==> config.mk <==
export PLATFORM = sky130hd
export DESIGN_NAME = oldland_exec_top
export DESIGN_NICKNAME = d
export VERILOG_FILES = /design/src/design/oldland_isa_pkg.sv /design/src/design/oldland_arch_pkg.sv /design/src/design/oldland_regfile.sv /design/src/design/oldland_decode.sv /design/src/design/oldland_exec.sv /design/src/design/oldland_exec_top.sv
export SDC_FILE = /design/constraint.sdc
export NUM_CORES = 2
export LEC_CHECK = 0
export ABC_CLOCK_PERIOD_IN_PS = 16600
export BUFFER_PORTS_ARGS = -buffer_cell sky130_fd_sc_hd__buf_4
export CORE_MARGIN = 1.5
export CORE_UTILIZATION = 55
export DETAILED_ROUTE_END_ITERATION = 8
export HOLD_SLACK_MARGIN = 0.1
export PLACE_DENSITY = 0.72
export REMOVE_ABC_BUFFERS = 1
export SYNTH_ARGS = -nofsm -noshare
export SYNTH_HDL_FRONTEND = slang
export SYNTH_SLANG_ARGS = --single-unit
==> constraint.sdc <==
create_clock -name clk -period 16.6 [get_ports clk]
set_clock_uncertainty 0.15 [all_clocks]
set_input_delay 0 -clock clk [delete_from_list [all_inputs] [get_ports clk]]
set_output_delay 0 -clock clk [all_outputs]
set_load 0.005 [all_outputs]
==> src/design/oldland_isa_pkg.sv <==
package oldland_isa_pkg;

	localparam int class_w = 2;
	localparam int opcode_w = 5;
	localparam int reg_idx_w = 4;
	localparam int cond_w = 3;
	localparam int imm12_w = 12;
	localparam int imm14_w = 14;

	typedef enum logic [class_w-1:0] {
		class_alu = 2'b00,
		class_branch = 2'b01,
		class_mem = 2'b10,
		class_misc = 2'b11
	} instr_class_t;

	typedef logic [reg_idx_w-1:0] reg_idx_t;

	// branch class opcodes.
	localparam logic [opcode_w-1:0] op_branch = 5'd0;
	localparam logic [opcode_w-1:0] op_call = 5'd1;
	localparam logic [opcode_w-1:0] op_swi = 5'd2;
	localparam logic [opcode_w-1:0] op_rfe = 5'd3;

	// misc class opcodes, the control register index sits in the cond field.
	localparam logic [opcode_w-1:0] op_rdcr = 5'd0;
	localparam logic [opcode_w-1:0] op_wrcr = 5'd1;

	// memory opcodes carry the width in bits 1:0 and the store flag here.
	localparam int mem_store_bit = 2;

	typedef struct packed {
		instr_class_t iclass;
		logic [opcode_w-1:0] opcode;
		reg_idx_t rd;
		reg_idx_t ra;
		reg_idx_t rb;
		logic imm_sel;
		logic [imm12_w-1:0] imm12;
	} reg_fmt_t;

	typedef struct packed {
		instr_class_t iclass;
		logic [opcode_w-1:0] opcode;
		reg_idx_t rd;
		reg_idx_t ra;
		logic [cond_w-1:0] cond;
		logic [imm14_w-1:0] imm14;
	} imm_fmt_t;

	typedef union packed {
		reg_fmt_t reg_fmt;
		imm_fmt_t imm_fmt;
	} oldland_instr_t;

endpackage

==> src/design/oldland_arch_pkg.sv <==
package oldland_arch_pkg;

	typedef enum logic [4:0] {
		alu_add = 5'h00,
		alu_addc = 5'h01,
		alu_sub = 5'h02,
		alu_subc = 5'h03,
		alu_lsl = 5'h04,
		alu_lsr = 5'h05,
		alu_and = 5'h06,
		alu_xor = 5'h07,
		alu_bic = 5'h08,
		alu_bst = 5'h09,
		alu_or = 5'h0a,
		alu_mov = 5'h0b,
		alu_cmp = 5'h0c,
		alu_orlo = 5'h0d,
		alu_asr = 5'h0e,
		alu_cpy = 5'h0f,
		alu_rdcr = 5'h10,
		alu_swivec = 5'h11,
		alu_rdfar = 5'h12
	} alu_op_t;

	// code 0 is never taken.
	typedef enum logic [2:0] {
		cond_ne = 3'd1,
		cond_eq = 3'd2,
		cond_nc = 3'd3,
		cond_c = 3'd4,
		cond_gt = 3'd5,
		cond_lt = 3'd6,
		cond_always = 3'd7
	} branch_cond_t;

	typedef enum logic [2:0] {
		cr_vector = 3'd0,
		cr_psr = 3'd1,
		cr_saved_psr = 3'd2,
		cr_far = 3'd3,
		cr_dfar = 3'd4
	} cr_idx_t;

	typedef enum logic [1:0] {
		width_byte = 2'b00,
		width_half = 2'b01,
		width_word = 2'b10
	} mem_width_t;

endpackage

==> src/design/oldland_regfile.sv <==
`timescale 1ns/1ps

module oldland_regfile
	import oldland_isa_pkg::*;
#(
	parameter int data_width = 32
) (
	input logic clk,
	input logic rst,
	input reg_idx_t ra_sel,
	input reg_idx_t rb_sel,
	input logic wr_en,
	input reg_idx_t wr_sel,
	input logic [data_width-1:0] wr_data,
	output logic [data_width-1:0] ra_data,
	output logic [data_width-1:0] rb_data
);

	localparam int num_regs = 2 ** reg_idx_w;

	logic [data_width-1:0] regs [num_regs];

	assign ra_data = regs[ra_sel];
	assign rb_data = regs[rb_sel];

	// r0 is an ordinary register here.
	always_ff @(posedge clk) begin
		if (rst) begin
			for (int i = 0; i < num_regs; i++)
				regs[i] <= '0;
		end else if (wr_en) begin
			regs[wr_sel] <= wr_data;
		end
	end

endmodule

==> src/design/oldland_decode.sv <==
`timescale 1ns/1ps

module oldland_decode
	import oldland_isa_pkg::*;
	import oldland_arch_pkg::*;
(
	input logic clk,
	input logic rst,
	input oldland_instr_t instr,
	input logic instr_valid,
	input logic [31:0] pc_plus_4,
	input logic [31:0] rf_ra_data,
	input logic [31:0] rf_rb_data,
	output reg_idx_t rf_ra_sel,
	output reg_idx_t rf_rb_sel,
	output logic [31:0] ra,
	output logic [31:0] rb,
	output logic [31:0] imm32,
	output logic [31:0] pc_plus_4_out,
	output reg_idx_t rd_sel,
	output logic update_rd,
	output alu_op_t alu_opc,
	output logic alu_op1_ra,
	output logic alu_op1_rb,
	output logic alu_op2_rb,
	output logic mem_load,
	output logic mem_store,
	output mem_width_t mem_width,
	output branch_cond_t branch_condition,
	output instr_class_t instr_class,
	output logic is_call,
	output logic update_flags,
	output cr_idx_t cr_sel,
	output logic write_cr,
	output logic is_swi,
	output logic is_rfe
);

	instr_class_t cls;
	alu_op_t alu_field;
	alu_op_t next_opc;
	logic [31:0] imm12_ext;
	logic [31:0] imm14_ext;
	logic op_is_call, op_is_swi, op_is_rfe;
	logic op_is_rdcr, op_is_wrcr, op_is_store, op_is_cmp;

	assign cls = instr.reg_fmt.iclass;
	assign alu_field = alu_op_t'(instr.reg_fmt.opcode);

	assign imm12_ext = {{(32-imm12_w){instr.reg_fmt.imm12[imm12_w-1]}}, instr.reg_fmt.imm12};
	assign imm14_ext = {{(32-imm14_w){instr.imm_fmt.imm14[imm14_w-1]}}, instr.imm_fmt.imm14};

	assign op_is_call = cls == class_branch && instr.imm_fmt.opcode == op_call;
	assign op_is_swi = cls == class_branch && instr.imm_fmt.opcode == op_swi;
	assign op_is_rfe = cls == class_branch && instr.imm_fmt.opcode == op_rfe;
	assign op_is_rdcr = cls == class_misc && instr.imm_fmt.opcode == op_rdcr;
	assign op_is_wrcr = cls == class_misc && instr.imm_fmt.opcode == op_wrcr;
	assign op_is_store = cls == class_mem && instr.imm_fmt.opcode[mem_store_bit];
	assign op_is_cmp = cls == class_alu && alu_field == alu_cmp;

	// stores take their data register from the rd field.
	assign rf_ra_sel = instr.reg_fmt.ra;
	assign rf_rb_sel = cls == class_mem ? instr.imm_fmt.rd : instr.reg_fmt.rb;

	always_comb begin
		case (cls)
		class_alu: next_opc = alu_field;
		class_branch: begin
			if (op_is_swi)
				next_opc = alu_swivec;
			else if (op_is_rfe)
				next_opc = alu_rdfar;
			else
				next_opc = alu_add;
		end
		class_misc: next_opc = alu_rdcr;
		default: next_opc = alu_add;
		endcase
	end

	always_ff @(posedge clk) begin
		ra <= rf_ra_data;
		rb <= rf_rb_data;
		pc_plus_4_out <= pc_plus_4;
		imm32 <= cls == class_alu ? imm12_ext : imm14_ext;
		rd_sel <= instr.reg_fmt.rd;
		alu_opc <= next_opc;
		alu_op1_ra <= cls == class_mem || (cls == class_alu && alu_field != alu_cpy);
		alu_op1_rb <= cls == class_alu && alu_field == alu_cpy;
		alu_op2_rb <= cls == class_alu && !instr.reg_fmt.imm_sel;
		mem_width <= mem_width_t'(instr.imm_fmt.opcode[1:0]);
		branch_condition <= branch_cond_t'(instr.imm_fmt.cond);
		cr_sel <= cr_idx_t'(instr.imm_fmt.cond);
	end

	// an empty slot leaves every enable low.
	always_ff @(posedge clk) begin
		if (rst || !instr_valid) begin
			instr_class <= class_alu;
			update_rd <= 1'b0;
			update_flags <= 1'b0;
			mem_load <= 1'b0;
			mem_store <= 1'b0;
			is_call <= 1'b0;
			is_swi <= 1'b0;
			is_rfe <= 1'b0;
			write_cr <= 1'b0;
		end else begin
			instr_class <= cls;
			update_rd <= (cls == class_alu && !op_is_cmp) || op_is_call || op_is_rdcr;
			update_flags <= op_is_cmp;
			mem_load <= cls == class_mem && !op_is_store;
			mem_store <= op_is_store;
			is_call <= op_is_call;
			is_swi <= op_is_swi;
			is_rfe <= op_is_rfe;
			write_cr <= op_is_wrcr;
		end
	end

endmodule

==> src/design/oldland_exec.sv <==
`timescale 1ns/1ps

module oldland_exec
	import oldland_isa_pkg::*;
	import oldland_arch_pkg::*;
#(
	parameter int data_width = 32,
	parameter int vector_align = 6
) (
	input logic clk,
	input logic rst,
	input logic [data_width-1:0] ra,
	input logic [data_width-1:0] rb,
	input logic [data_width-1:0] imm32,
	input logic [data_width-1:0] pc_plus_4,
	input reg_idx_t rd_sel,
	input logic update_rd,
	input alu_op_t alu_opc,
	input logic alu_op1_ra,
	input logic alu_op1_rb,
	input logic alu_op2_rb,
	input logic mem_load,
	input logic mem_store,
	input mem_width_t mem_width,
	input branch_cond_t branch_condition,
	input instr_class_t instr_class,
	input logic is_call,
	input logic update_flags,
	input cr_idx_t cr_sel,
	input logic write_cr,
	output logic branch_taken,
	output logic [data_width-1:0] alu_out,
	output logic mem_load_out,
	output logic mem_store_out,
	output mem_width_t mem_width_out,
	output logic [data_width-1:0] wr_val,
	output logic wr_result,
	output reg_idx_t rd_sel_out,
	output logic stall_clear,
	output logic [data_width-1:0] mar,
	output logic [data_width-1:0] mdr,
	output logic mem_wr_en,
	input logic is_swi,
	input logic is_rfe,
	output logic [data_width-vector_align-1:0] vector_base,
	output logic [data_width-1:0] pc_plus_4_out,
	input logic data_abort
);

	localparam int msb = data_width - 1;
	localparam int shamt_w = $clog2(data_width);
	localparam logic [vector_align-1:0] swi_offset = vector_align'(8);
	localparam logic [data_width-1:0] one = {{(data_width-1){1'b0}}, 1'b1};
	localparam logic [data_width-1:0] lo_mask = {{(data_width-16){1'b0}}, 16'hffff};

	logic [data_width-1:0] op1, op2, alu_q, carry_in, cr_rd_val;
	logic [shamt_w-1:0] shamt;
	logic alu_c, alu_z, alu_n, alu_o;
	logic cond_met;
	logic c_flag, z_flag, n_flag, o_flag;
	logic [3:0] psr;
	logic [3:0] saved_psr;
	logic [data_width-vector_align-1:0] vector_addr;
	logic [data_width-1:0] fault_address;
	logic [data_width-1:0] data_fault_address;

	assign op1 = alu_op1_ra ? ra : alu_op1_rb ? rb : pc_plus_4;
	assign op2 = alu_op2_rb ? rb : imm32;
	assign shamt = op2[shamt_w-1:0];
	assign carry_in = {{(data_width-1){1'b0}}, c_flag};

	assign psr = {n_flag, o_flag, c_flag, z_flag};
	assign vector_base = vector_addr;

	// flag sources only matter for cmp, which is the one op that sets flags.
	assign alu_z = op1 == op2;
	assign alu_n = alu_q[msb];
	assign alu_o = (op1[msb] ^ op2[msb]) && (alu_q[msb] == op2[msb]);

	always_comb begin
		case (cr_sel)
		cr_vector: cr_rd_val = {vector_addr, {vector_align{1'b0}}};
		cr_psr: cr_rd_val = {{(data_width-4){1'b0}}, psr};
		cr_saved_psr: cr_rd_val = {{(data_width-4){1'b0}}, saved_psr};
		cr_far: cr_rd_val = fault_address;
		cr_dfar: cr_rd_val = data_fault_address;
		default: cr_rd_val = '0;
		endcase
	end

	always_comb begin
		alu_c = 1'b0;
		alu_q = '0;
		case (alu_opc)
		alu_add: {alu_c, alu_q} = op1 + op2;
		alu_addc: {alu_c, alu_q} = op1 + op2 + carry_in;
		alu_sub: {alu_c, alu_q} = op1 - op2;
		alu_subc: {alu_c, alu_q} = op1 - op2 - carry_in;
		alu_lsl: {alu_c, alu_q} = {1'b0, op1} << shamt;
		alu_lsr: alu_q = op1 >> shamt;
		alu_and: alu_q = op1 & op2;
		alu_xor: alu_q = op1 ^ op2;
		alu_bic: alu_q = op1 & ~(one << shamt);
		alu_bst: alu_q = op1 | (one << shamt);
		alu_or: alu_q = op1 | op2;
		alu_mov: alu_q = op2;
		alu_cmp: {alu_c, alu_q} = op1 - op2;
		alu_orlo: alu_q = op1 | (op2 & lo_mask);
		alu_asr: alu_q = $signed(op1) >>> shamt;
		alu_cpy: alu_q = op1;
		alu_rdcr: alu_q = cr_rd_val;
		alu_swivec: alu_q = {vector_addr, swi_offset};
		alu_rdfar: alu_q = fault_address;
		default: alu_q = '0;
		endcase
	end

	always_comb begin
		case (branch_condition)
		cond_always: cond_met = 1'b1;
		cond_ne: cond_met = !z_flag;
		cond_eq: cond_met = z_flag;
		cond_nc: cond_met = !c_flag;
		cond_c: cond_met = c_flag;
		cond_gt: cond_met = !z_flag && (n_flag == o_flag);
		cond_lt: cond_met = n_flag != o_flag;
		default: cond_met = 1'b0;
		endcase
	end

	// later writes win, so an explicit PSR write overrides rfe and cmp.
	always_ff @(posedge clk) begin
		if (rst) begin
			{n_flag, o_flag, c_flag, z_flag} <= 4'b0;
		end else begin
			if (update_flags)
				{n_flag, o_flag, c_flag, z_flag} <= {alu_n, alu_o, alu_c, alu_z};
			if (is_rfe)
				{n_flag, o_flag, c_flag, z_flag} <= saved_psr;
			if (write_cr && cr_sel == cr_psr)
				{n_flag, o_flag, c_flag, z_flag} <= ra[3:0];
		end
	end

	always_ff @(posedge clk) begin
		if (rst) begin
			vector_addr <= '0;
			saved_psr <= '0;
			fault_address <= '0;
			data_fault_address <= '0;
		end else begin
			if (write_cr && cr_sel == cr_vector)
				vector_addr <= ra[msb:vector_align];

			if (is_swi)
				saved_psr <= psr;
			else if (write_cr && cr_sel == cr_saved_psr)
				saved_psr <= ra[3:0];

			if (is_swi || data_abort)
				fault_address <= pc_plus_4;
			else if (write_cr && cr_sel == cr_far)
				fault_address <= ra;

			// mar still holds the address of the access that faulted.
			if (data_abort)
				data_fault_address <= mar;
			else if (write_cr && cr_sel == cr_dfar)
				data_fault_address <= ra;
		end
	end

	always_ff @(posedge clk) begin
		if (rst) begin
			branch_taken <= 1'b0;
			stall_clear <= 1'b0;
			wr_result <= 1'b0;
			mem_load_out <= 1'b0;
			mem_store_out <= 1'b0;
			mem_wr_en <= 1'b0;
		end else begin
			branch_taken <= instr_class == class_branch && (cond_met || is_swi || is_rfe);
			stall_clear <= instr_class == class_branch;
			wr_result <= update_rd;
			mem_load_out <= mem_load;
			mem_store_out <= mem_store;
			mem_wr_en <= mem_store;
		end
	end

	always_ff @(posedge clk) begin
		alu_out <= alu_q;
		rd_sel_out <= rd_sel;
		pc_plus_4_out <= pc_plus_4;
		wr_val <= is_call ? pc_plus_4 : mem_store ? rb : alu_q;
		if (mem_load || mem_store) begin
			mar <= alu_q;
			mem_width_out <= mem_width;
		end
		if (mem_store)
			mdr <= rb;
	end

endmodule

==> src/design/oldland_exec_top.sv <==
`timescale 1ns/1ps

module oldland_exec_top
	import oldland_isa_pkg::*;
	import oldland_arch_pkg::*;
#(
	parameter int data_width = 32,
	parameter int vector_align = 6
) (
	input logic clk,
	input logic rst,
	input oldland_instr_t instr,
	input logic instr_valid,
	input logic [31:0] pc_plus_4,
	input logic data_abort,
	output logic [data_width-1:0] alu_out,
	output logic branch_taken,
	output logic stall_clear,
	output logic wr_result,
	output reg_idx_t rd_sel_out,
	output logic [data_width-1:0] wr_val,
	output logic [data_width-1:0] mar,
	output logic [data_width-1:0] mdr,
	output logic mem_wr_en,
	output logic mem_load_out,
	output logic mem_store_out,
	output mem_width_t mem_width_out,
	output logic [data_width-vector_align-1:0] vector_base
);

	reg_idx_t rf_ra_sel, rf_rb_sel;
	logic [data_width-1:0] rf_ra_data, rf_rb_data;
	logic [data_width-1:0] ra, rb, imm32, dec_pc_plus_4;
	reg_idx_t rd_sel;
	logic update_rd, alu_op1_ra, alu_op1_rb, alu_op2_rb;
	logic mem_load, mem_store, is_call, update_flags;
	logic write_cr, is_swi, is_rfe;
	alu_op_t alu_opc;
	mem_width_t mem_width;
	branch_cond_t branch_condition;
	instr_class_t instr_class;
	cr_idx_t cr_sel;

	oldland_decode i_oldland_decode (
		.clk (clk),
		.rst (rst),
		.instr (instr),
		.instr_valid (instr_valid),
		.pc_plus_4 (pc_plus_4),
		.rf_ra_data (rf_ra_data),
		.rf_rb_data (rf_rb_data),
		.rf_ra_sel (rf_ra_sel),
		.rf_rb_sel (rf_rb_sel),
		.ra (ra),
		.rb (rb),
		.imm32 (imm32),
		.pc_plus_4_out (dec_pc_plus_4),
		.rd_sel (rd_sel),
		.update_rd (update_rd),
		.alu_opc (alu_opc),
		.alu_op1_ra (alu_op1_ra),
		.alu_op1_rb (alu_op1_rb),
		.alu_op2_rb (alu_op2_rb),
		.mem_load (mem_load),
		.mem_store (mem_store),
		.mem_width (mem_width),
		.branch_condition (branch_condition),
		.instr_class (instr_class),
		.is_call (is_call),
		.update_flags (update_flags),
		.cr_sel (cr_sel),
		.write_cr (write_cr),
		.is_swi (is_swi),
		.is_rfe (is_rfe)
	);

	oldland_regfile #(
		.data_width (data_width)
	) i_oldland_regfile (
		.clk (clk),
		.rst (rst),
		.ra_sel (rf_ra_sel),
		.rb_sel (rf_rb_sel),
		.wr_en (wr_result),
		.wr_sel (rd_sel_out),
		.wr_data (wr_val),
		.ra_data (rf_ra_data),
		.rb_data (rf_rb_data)
	);

	oldland_exec #(
		.data_width (data_width),
		.vector_align (vector_align)
	) i_oldland_exec (
		.clk (clk),
		.rst (rst),
		.ra (ra),
		.rb (rb),
		.imm32 (imm32),
		.pc_plus_4 (dec_pc_plus_4),
		.rd_sel (rd_sel),
		.update_rd (update_rd),
		.alu_opc (alu_opc),
		.alu_op1_ra (alu_op1_ra),
		.alu_op1_rb (alu_op1_rb),
		.alu_op2_rb (alu_op2_rb),
		.mem_load (mem_load),
		.mem_store (mem_store),
		.mem_width (mem_width),
		.branch_condition (branch_condition),
		.instr_class (instr_class),
		.is_call (is_call),
		.update_flags (update_flags),
		.cr_sel (cr_sel),
		.write_cr (write_cr),
		.branch_taken (branch_taken),
		.alu_out (alu_out),
		.mem_load_out (mem_load_out),
		.mem_store_out (mem_store_out),
		.mem_width_out (mem_width_out),
		.wr_val (wr_val),
		.wr_result (wr_result),
		.rd_sel_out (rd_sel_out),
		.stall_clear (stall_clear),
		.mar (mar),
		.mdr (mdr),
		.mem_wr_en (mem_wr_en),
		.is_swi (is_swi),
		.is_rfe (is_rfe),
		.vector_base (vector_base),
		.pc_plus_4_out (),
		.data_abort (data_abort)
	);

endmodule

Word level (Yosys, flattened, before mapping)
Memories as Yosys holds them, arrays and structs flattened. A register that Yosys moved wholly into a read port is not among the register bits.
Cells that the tools add are included.
Storage, ports and cells
  register bits: 328
  latch bits: 0
  memory bits (writable): 512
  bits in read-only memories: 0
  input port bits: 68
  output and inout bits: 166
  word-level logic and storage cells: 177
  memories: 1
Cells by class
  add/sub/neg operators: 4
  multiply operators: 0
  divide/modulo/power cells: 0
  order comparisons: 0
  equality and inequality tests: 39
  shift-type cells: 4
  mux-type cells: 40
  bitwise operators: 8
  reductions and logical operators: 44
Memory list
  i_oldland_regfile.regs: depth 16, width 32, rd ports 2, clocked after memory_dff 2, write ports 16, line oldland_regfile.sv:21  | logic [data_width-1:0] regs [num_regs];
Operator list (number)
  $pmux W32 S18: 1
  $mux W32: 11
  $pmux W32 S5: 1
  $and A32 B32 Y32: 2
  $or A32 B32 Y32: 2
  $eq A5 B4 Y1 const B: 10
  $add A32 B32 Y33: 1
  $add A33 B1 Y33: 1
  $shl A32 B5 Y33: 1
  $sub A32 B32 Y33: 1
  $sub A33 B1 Y33: 1
  $eq A32 B32 Y1: 1
  $not A32 Y32: 1
  $or A32 B16 Y32: 1
  $reduce_or A32 Y1: 1
  $shl A1 B5 Y32 const A: 1
  $shr A32 B5 Y32: 1
  $sshr A32 B5 Y32: 1
  $xor A32 B32 Y32: 1
  $eq A5 B2 Y1 const B: 4
  $eq A5 B3 Y1 const B: 4
  $logic_and A1 B1 Y1: 20
  $mux W1: 18
  $mux W4: 4
  other kinds (23): 49

Longest topological paths before layout
  depth after elaboration: 10
  depth in mapped cells: 23
  mapped depth without buffers: 17

Cells and area by module
Synthesis repeated with hierarchy kept, for this count alone.
Second synthesis, totals
  cell total of the unflattened synthesis: 5079
  area, all modules: 53970.5 sq um
By module, submodules not included
  oldland_regfile: times used 1, cells an instance 1687, area an instance 26550.5 sq um, sequential area each 15374.7 sq um
  oldland_exec: times used 1, cells an instance 3176, area an instance 24161.9 sq um, sequential area each 6045.8 sq um
  oldland_decode: times used 1, cells an instance 216, area an instance 3258.1 sq um, sequential area each 2742.6 sq um

Least setup slack after synthesis
No wires, ideal clock.
  kind: flip-flop to flip-flop
  start: reg i_oldland_decode.alu_op2_rb
  end: reg i_oldland_exec.wr_val[30]
  setup time: 0.120 ns
  data arrival time: 5.399 ns
  required time: 16.330 ns
  setup slack: 10.931 ns
  stages on the path, launching flop included: 22
  buffers on the path: 7
  period minus slack after synthesis: 5.669 ns
  cells stage by stage: dfxtp_1 buf_2 mux2_2 clkbuf_1 inv_1 clkbuf_1 buf_2 buf_2 buf_1 ha_1 buf_6 nor3_1 o21a_1 o211a_1 nor4_4 or4_1 a211oi_2 o2111ai_2 nor4_1 xor2_1 a221o_1 o31a_1
Between the ends
  word-level cells in the longest chain between the ends: 7
  elaborated cells between the ends (all ways): 18
  classes of those cells: add/sub: 4; shift: 4; mux: 4; bitwise: 6
Ends and longest elaborated chain
  start, declared: line oldland_decode.sv:25  | output logic alu_op2_rb,
  start signal, assigned: line oldland_decode.sv:90  | alu_op2_rb <= cls == class_alu && !instr.reg_fmt.imm_sel;
  $mux W32 (*): line oldland_exec.sv:68  | assign op2 = alu_op2_rb ? rb : imm32;
  parallel branches: the longest is 3 deep, another holds $sub A32 B32 Y33
  $pmux W32 S18 (*): line oldland_exec.sv:94  | case (alu_opc)
  net i_oldland_exec.alu_q[30]: line oldland_exec.sv:56  | logic [data_width-1:0] op1, op2, alu_q, carry_in, cr_rd_val;
  $mux W32 (*) (2 in a row): line oldland_exec.sv:195  | wr_val <= is_call ? pc_plus_4 : mem_store ? rb : alu_q;
  end signal, assigned: line oldland_exec.sv:195
  end, declared: line oldland_exec.sv:36  | output logic [data_width-1:0] wr_val,
Mark *: on every way through the listed nets, which the timed path passes.
A chain may end at the register's enable or synchronous reset.

Worst setup path after layout
Ends and elaborated chain as after synthesis.

==> impl_metrics.toml <==
[routing]
drt_iter0_markers = 8326
drt-total-wl_um = 245000
drt_pass1_iterations = 8
routedWlPerCell_um = 37.8
via_count = 47400
ant_nets = 0
drcViolationCount = 0
vias_per_cell = 7.33

[cts]
htreeDepth = 3
clock_latency_ps = 700
clockBufferDepth = 3
numCtsBuffers = 91
clock-root-buffer = "clkbuf_16"
clock-sinks = 886
clkSlewWorstSetupHoldPaths_ps = 70
tritoncts = "built"
cts_setup_buffers = 0
postCtsResizedCells = 0

[power]
pwr_density_cell_mw_per_mm2 = 107
ir_worst_vdd_uv = 94.7
p_leak_nw = 22.5

[hold_path]
min_path_type = "flop to flop"

[global_routing]
grt_max_degree = 129
grt_pass1_wl_um = 340000
gr-total-overflow = 0
grt_use_total = 0.491
grt_pass1_vias = 45100
antenna_found_initial = 12

[sta]
fmax_ghz = 0.132
setup-tns-final_ps = 0
slew_viol_final = 0
hold_violations = 0
fin_crit_ps = 7580
fin_crit_sh = 0.456
max_slew_margin = 0.0322
tightest_slew_ps = 1450
finalSetupViolCount = 0
rsz0062_at_grt = "no"

[synthesis]
synth.most_common_cell = "edfxtp_1"
yosys.area_share.simple = 0.170
ys_ff_latch = 886
synthXorXnorAreaFrac = 0.0150
synth_top_family_by_area = "multiplexers"
synth_edf_count = 578
synthCells = 4898
yosysTopAreaCell = "edfxtp_1"
synth_fa_ha_area_frac = 0.0209
ys_seq_area_frac = 0.445
synthMuxAreaShare = 0.180
yosys-top-cells-area = "edfxtp_1, mux4_2, dfxtp_1"
async_reset_ff_frac = 0
netlist_area_mm2 = 0.0528
synth_cell_types = 99
yosysTopAreaCellShare = 0.329
synth_flop_cell = "edfxtp_1"
synthTopCellsByCount = "edfxtp_1, and2_1, nand2_1, nor2_1, dfxtp_1"
yosys_warnings = 0
synth_compound_area_frac = 0.131
avgSynthCellArea_um2 = 10.8

[critical_path]
critPathMaxStageDelay_ps = 730
r2r_setup_slack_ps = 9020
crit_chain = "buf_4 > mux2i_4 > buf_4 > inv_2 > buf_4 > ha_1 > inv_1 > fa_1 > nor2b_1 > o211ai_1 > a21oi_1 > a211oi_2 > xnor2_1 > nand4_2 > or2_0 > nor4_1 > xor2_1 > a221o_1 > o31a_1"
crit_path_max_fanout = 43
path_class = "flop to flop"
cpMostUsedCell = "buf_4"
cp.arrival_ps = 7990
cp-start-kind = "flop"
required_ps = 17010
crit_path_end_kind = "flop"
cp_slowest_cell = "a211oi_2"

[floorplanning]
ios = 234
dieHeight_um = 313
start_util = 0.555
die_x_um = 313
die-area_mm2 = 0.0979
rows = 113
coreArea_mm2 = 0.0952

[placement]
place_inst = 6146
gp_congestion = 1.12
hpwlAfterDp_um = 166000
io_buffers = 233

[layout]
drive_gt1_frac = 0.187
stdcell_count = 6465
final_nets = 5268
area_growth_pct = 14.3

[status]
outcome = "completed"

[run]
max_cap_viol_count = 0
[per-layer routing]
layer	vias to the layer above	track usage	share of wire
met5	-	0	0.00016
met4	6	0.311	0.078
met3	1033	0.160	0.14
met2	4350	0.727	0.43
met1	23100	0.623	0.35
li1	18800	-	-
[critical path: cells and delay by family, from the launching register on]
kind | cells | cell delay (ps)
compound gates | 5 | 2140
flops | 1 | 430
fa+ha+maj | 2 | 790
xor+xnor | 2 | 440
buf+inv | 5 | 1770
simple gates | 4 | 1490
mux | 1 | 120
[final cells by class]
type,count,area [um2]
diodes,9,22.5
well taps,1265,1580
clock inverters,42,397
repair buffers,519,4280
multi-input cells,3513,27600
flip-flops and latches,886,23500
clock buffers,129,2560
inverters,102,383
fillers,7302,34800
[sequential cells by signal, summed over array words and instances (netlist names), 3 cells and up]
signal and cells:
i_oldland_exec.fault_address 32, i_oldland_decode.alu_opc 5, i_oldland_decode.imm32 14, i_oldland_exec.wr_val 32, i_oldland_decode.rd_sel 4, i_oldland_exec.mdr 32, i_oldland_exec.data_fault_address 32, i_oldland_exec.alu_out 32
i_oldland_exec.saved_psr 4, i_oldland_regfile.regs 512, i_oldland_exec.rd_sel_out 4, i_oldland_exec.vector_base 26, i_oldland_decode.branch_condition 3, i_oldland_decode.rb 32, i_oldland_exec.mar 32, i_oldland_decode.ra 32
i_oldland_decode.pc_plus_4_out 32
[layout by cell type, fill, tap and decap left out, types with 64 or more instances in the layout]
master / n
dfxtp_1: 301
o211ai_1: 64
and2_1: 565
ha_1: 85
nor3_1: 90
a211oi_1: 74
buf_4: 376
nand2_1: 395
o21ai_0: 192
a21oi_1: 235
nor2_1: 314
mux2i_1: 238
nand3_1: 64
inv_1: 94
edfxtp_1: 578
mux4_2: 295
dlygate4sd3_1: 138
clkbuf_16: 93
[timing repair]
item	CTS	global route
endpoints found under the setup margin	0	0
endpoints found under the hold margin	150	0
hold buffers	138	0
[logic make-up (layout without fill, tap and decap cells)]
family,Yosys count,count (layout)
flip-flops,886,886
XOR/XNOR,89,89
adder cells (fa/ha/maj),87,87
multiplexers,578,578
AND/OR/NAND/NOR,1723,1723
AO/OA/AOI/OAI,1036,1036
other,0,9
buffers and inverters,499,792
[report_power, final]
group	switching, W	internal (W)	leakage [nW]	total [W]
sequential	0.000265	0.00249	8.47	0.00276
combinational	0.00105	0.000575	12.6	0.00163
clock	0.000918	0.00114	1.43	0.00206
[through the flow]
stage	hold slack, ps	area (um2)	utilization	worst slack (ps)	power (W)
after floorplan	-122	51200	-	3090	0.00356
after global placement	-45.5	56000	0.589	9410	0.00429
after detailed placement	-44.4	56000	0.589	9290	0.00429
after CTS	140	60400	0.634	9230	0.00633
after global routing	184	60400	0.635	8850	0.00656
final	181	60400	0.635	9020	0.00644
[final timing paths]
kind                                             startpoint                            to  cells after the start
worst max-delay path            i_oldland_decode.alu_op2_rb     i_oldland_exec.wr_val[30]                     19
worst min-delay path             i_oldland_decode.rd_sel[1]  i_oldland_exec.rd_sel_out[1]                      0
worst max register to register  i_oldland_decode.alu_op2_rb     i_oldland_exec.wr_val[30]                     19
worst min register to register   i_oldland_decode.rd_sel[1]  i_oldland_exec.rd_sel_out[1]                      0
No activity file was read; power rests on OpenSTA's default activity.
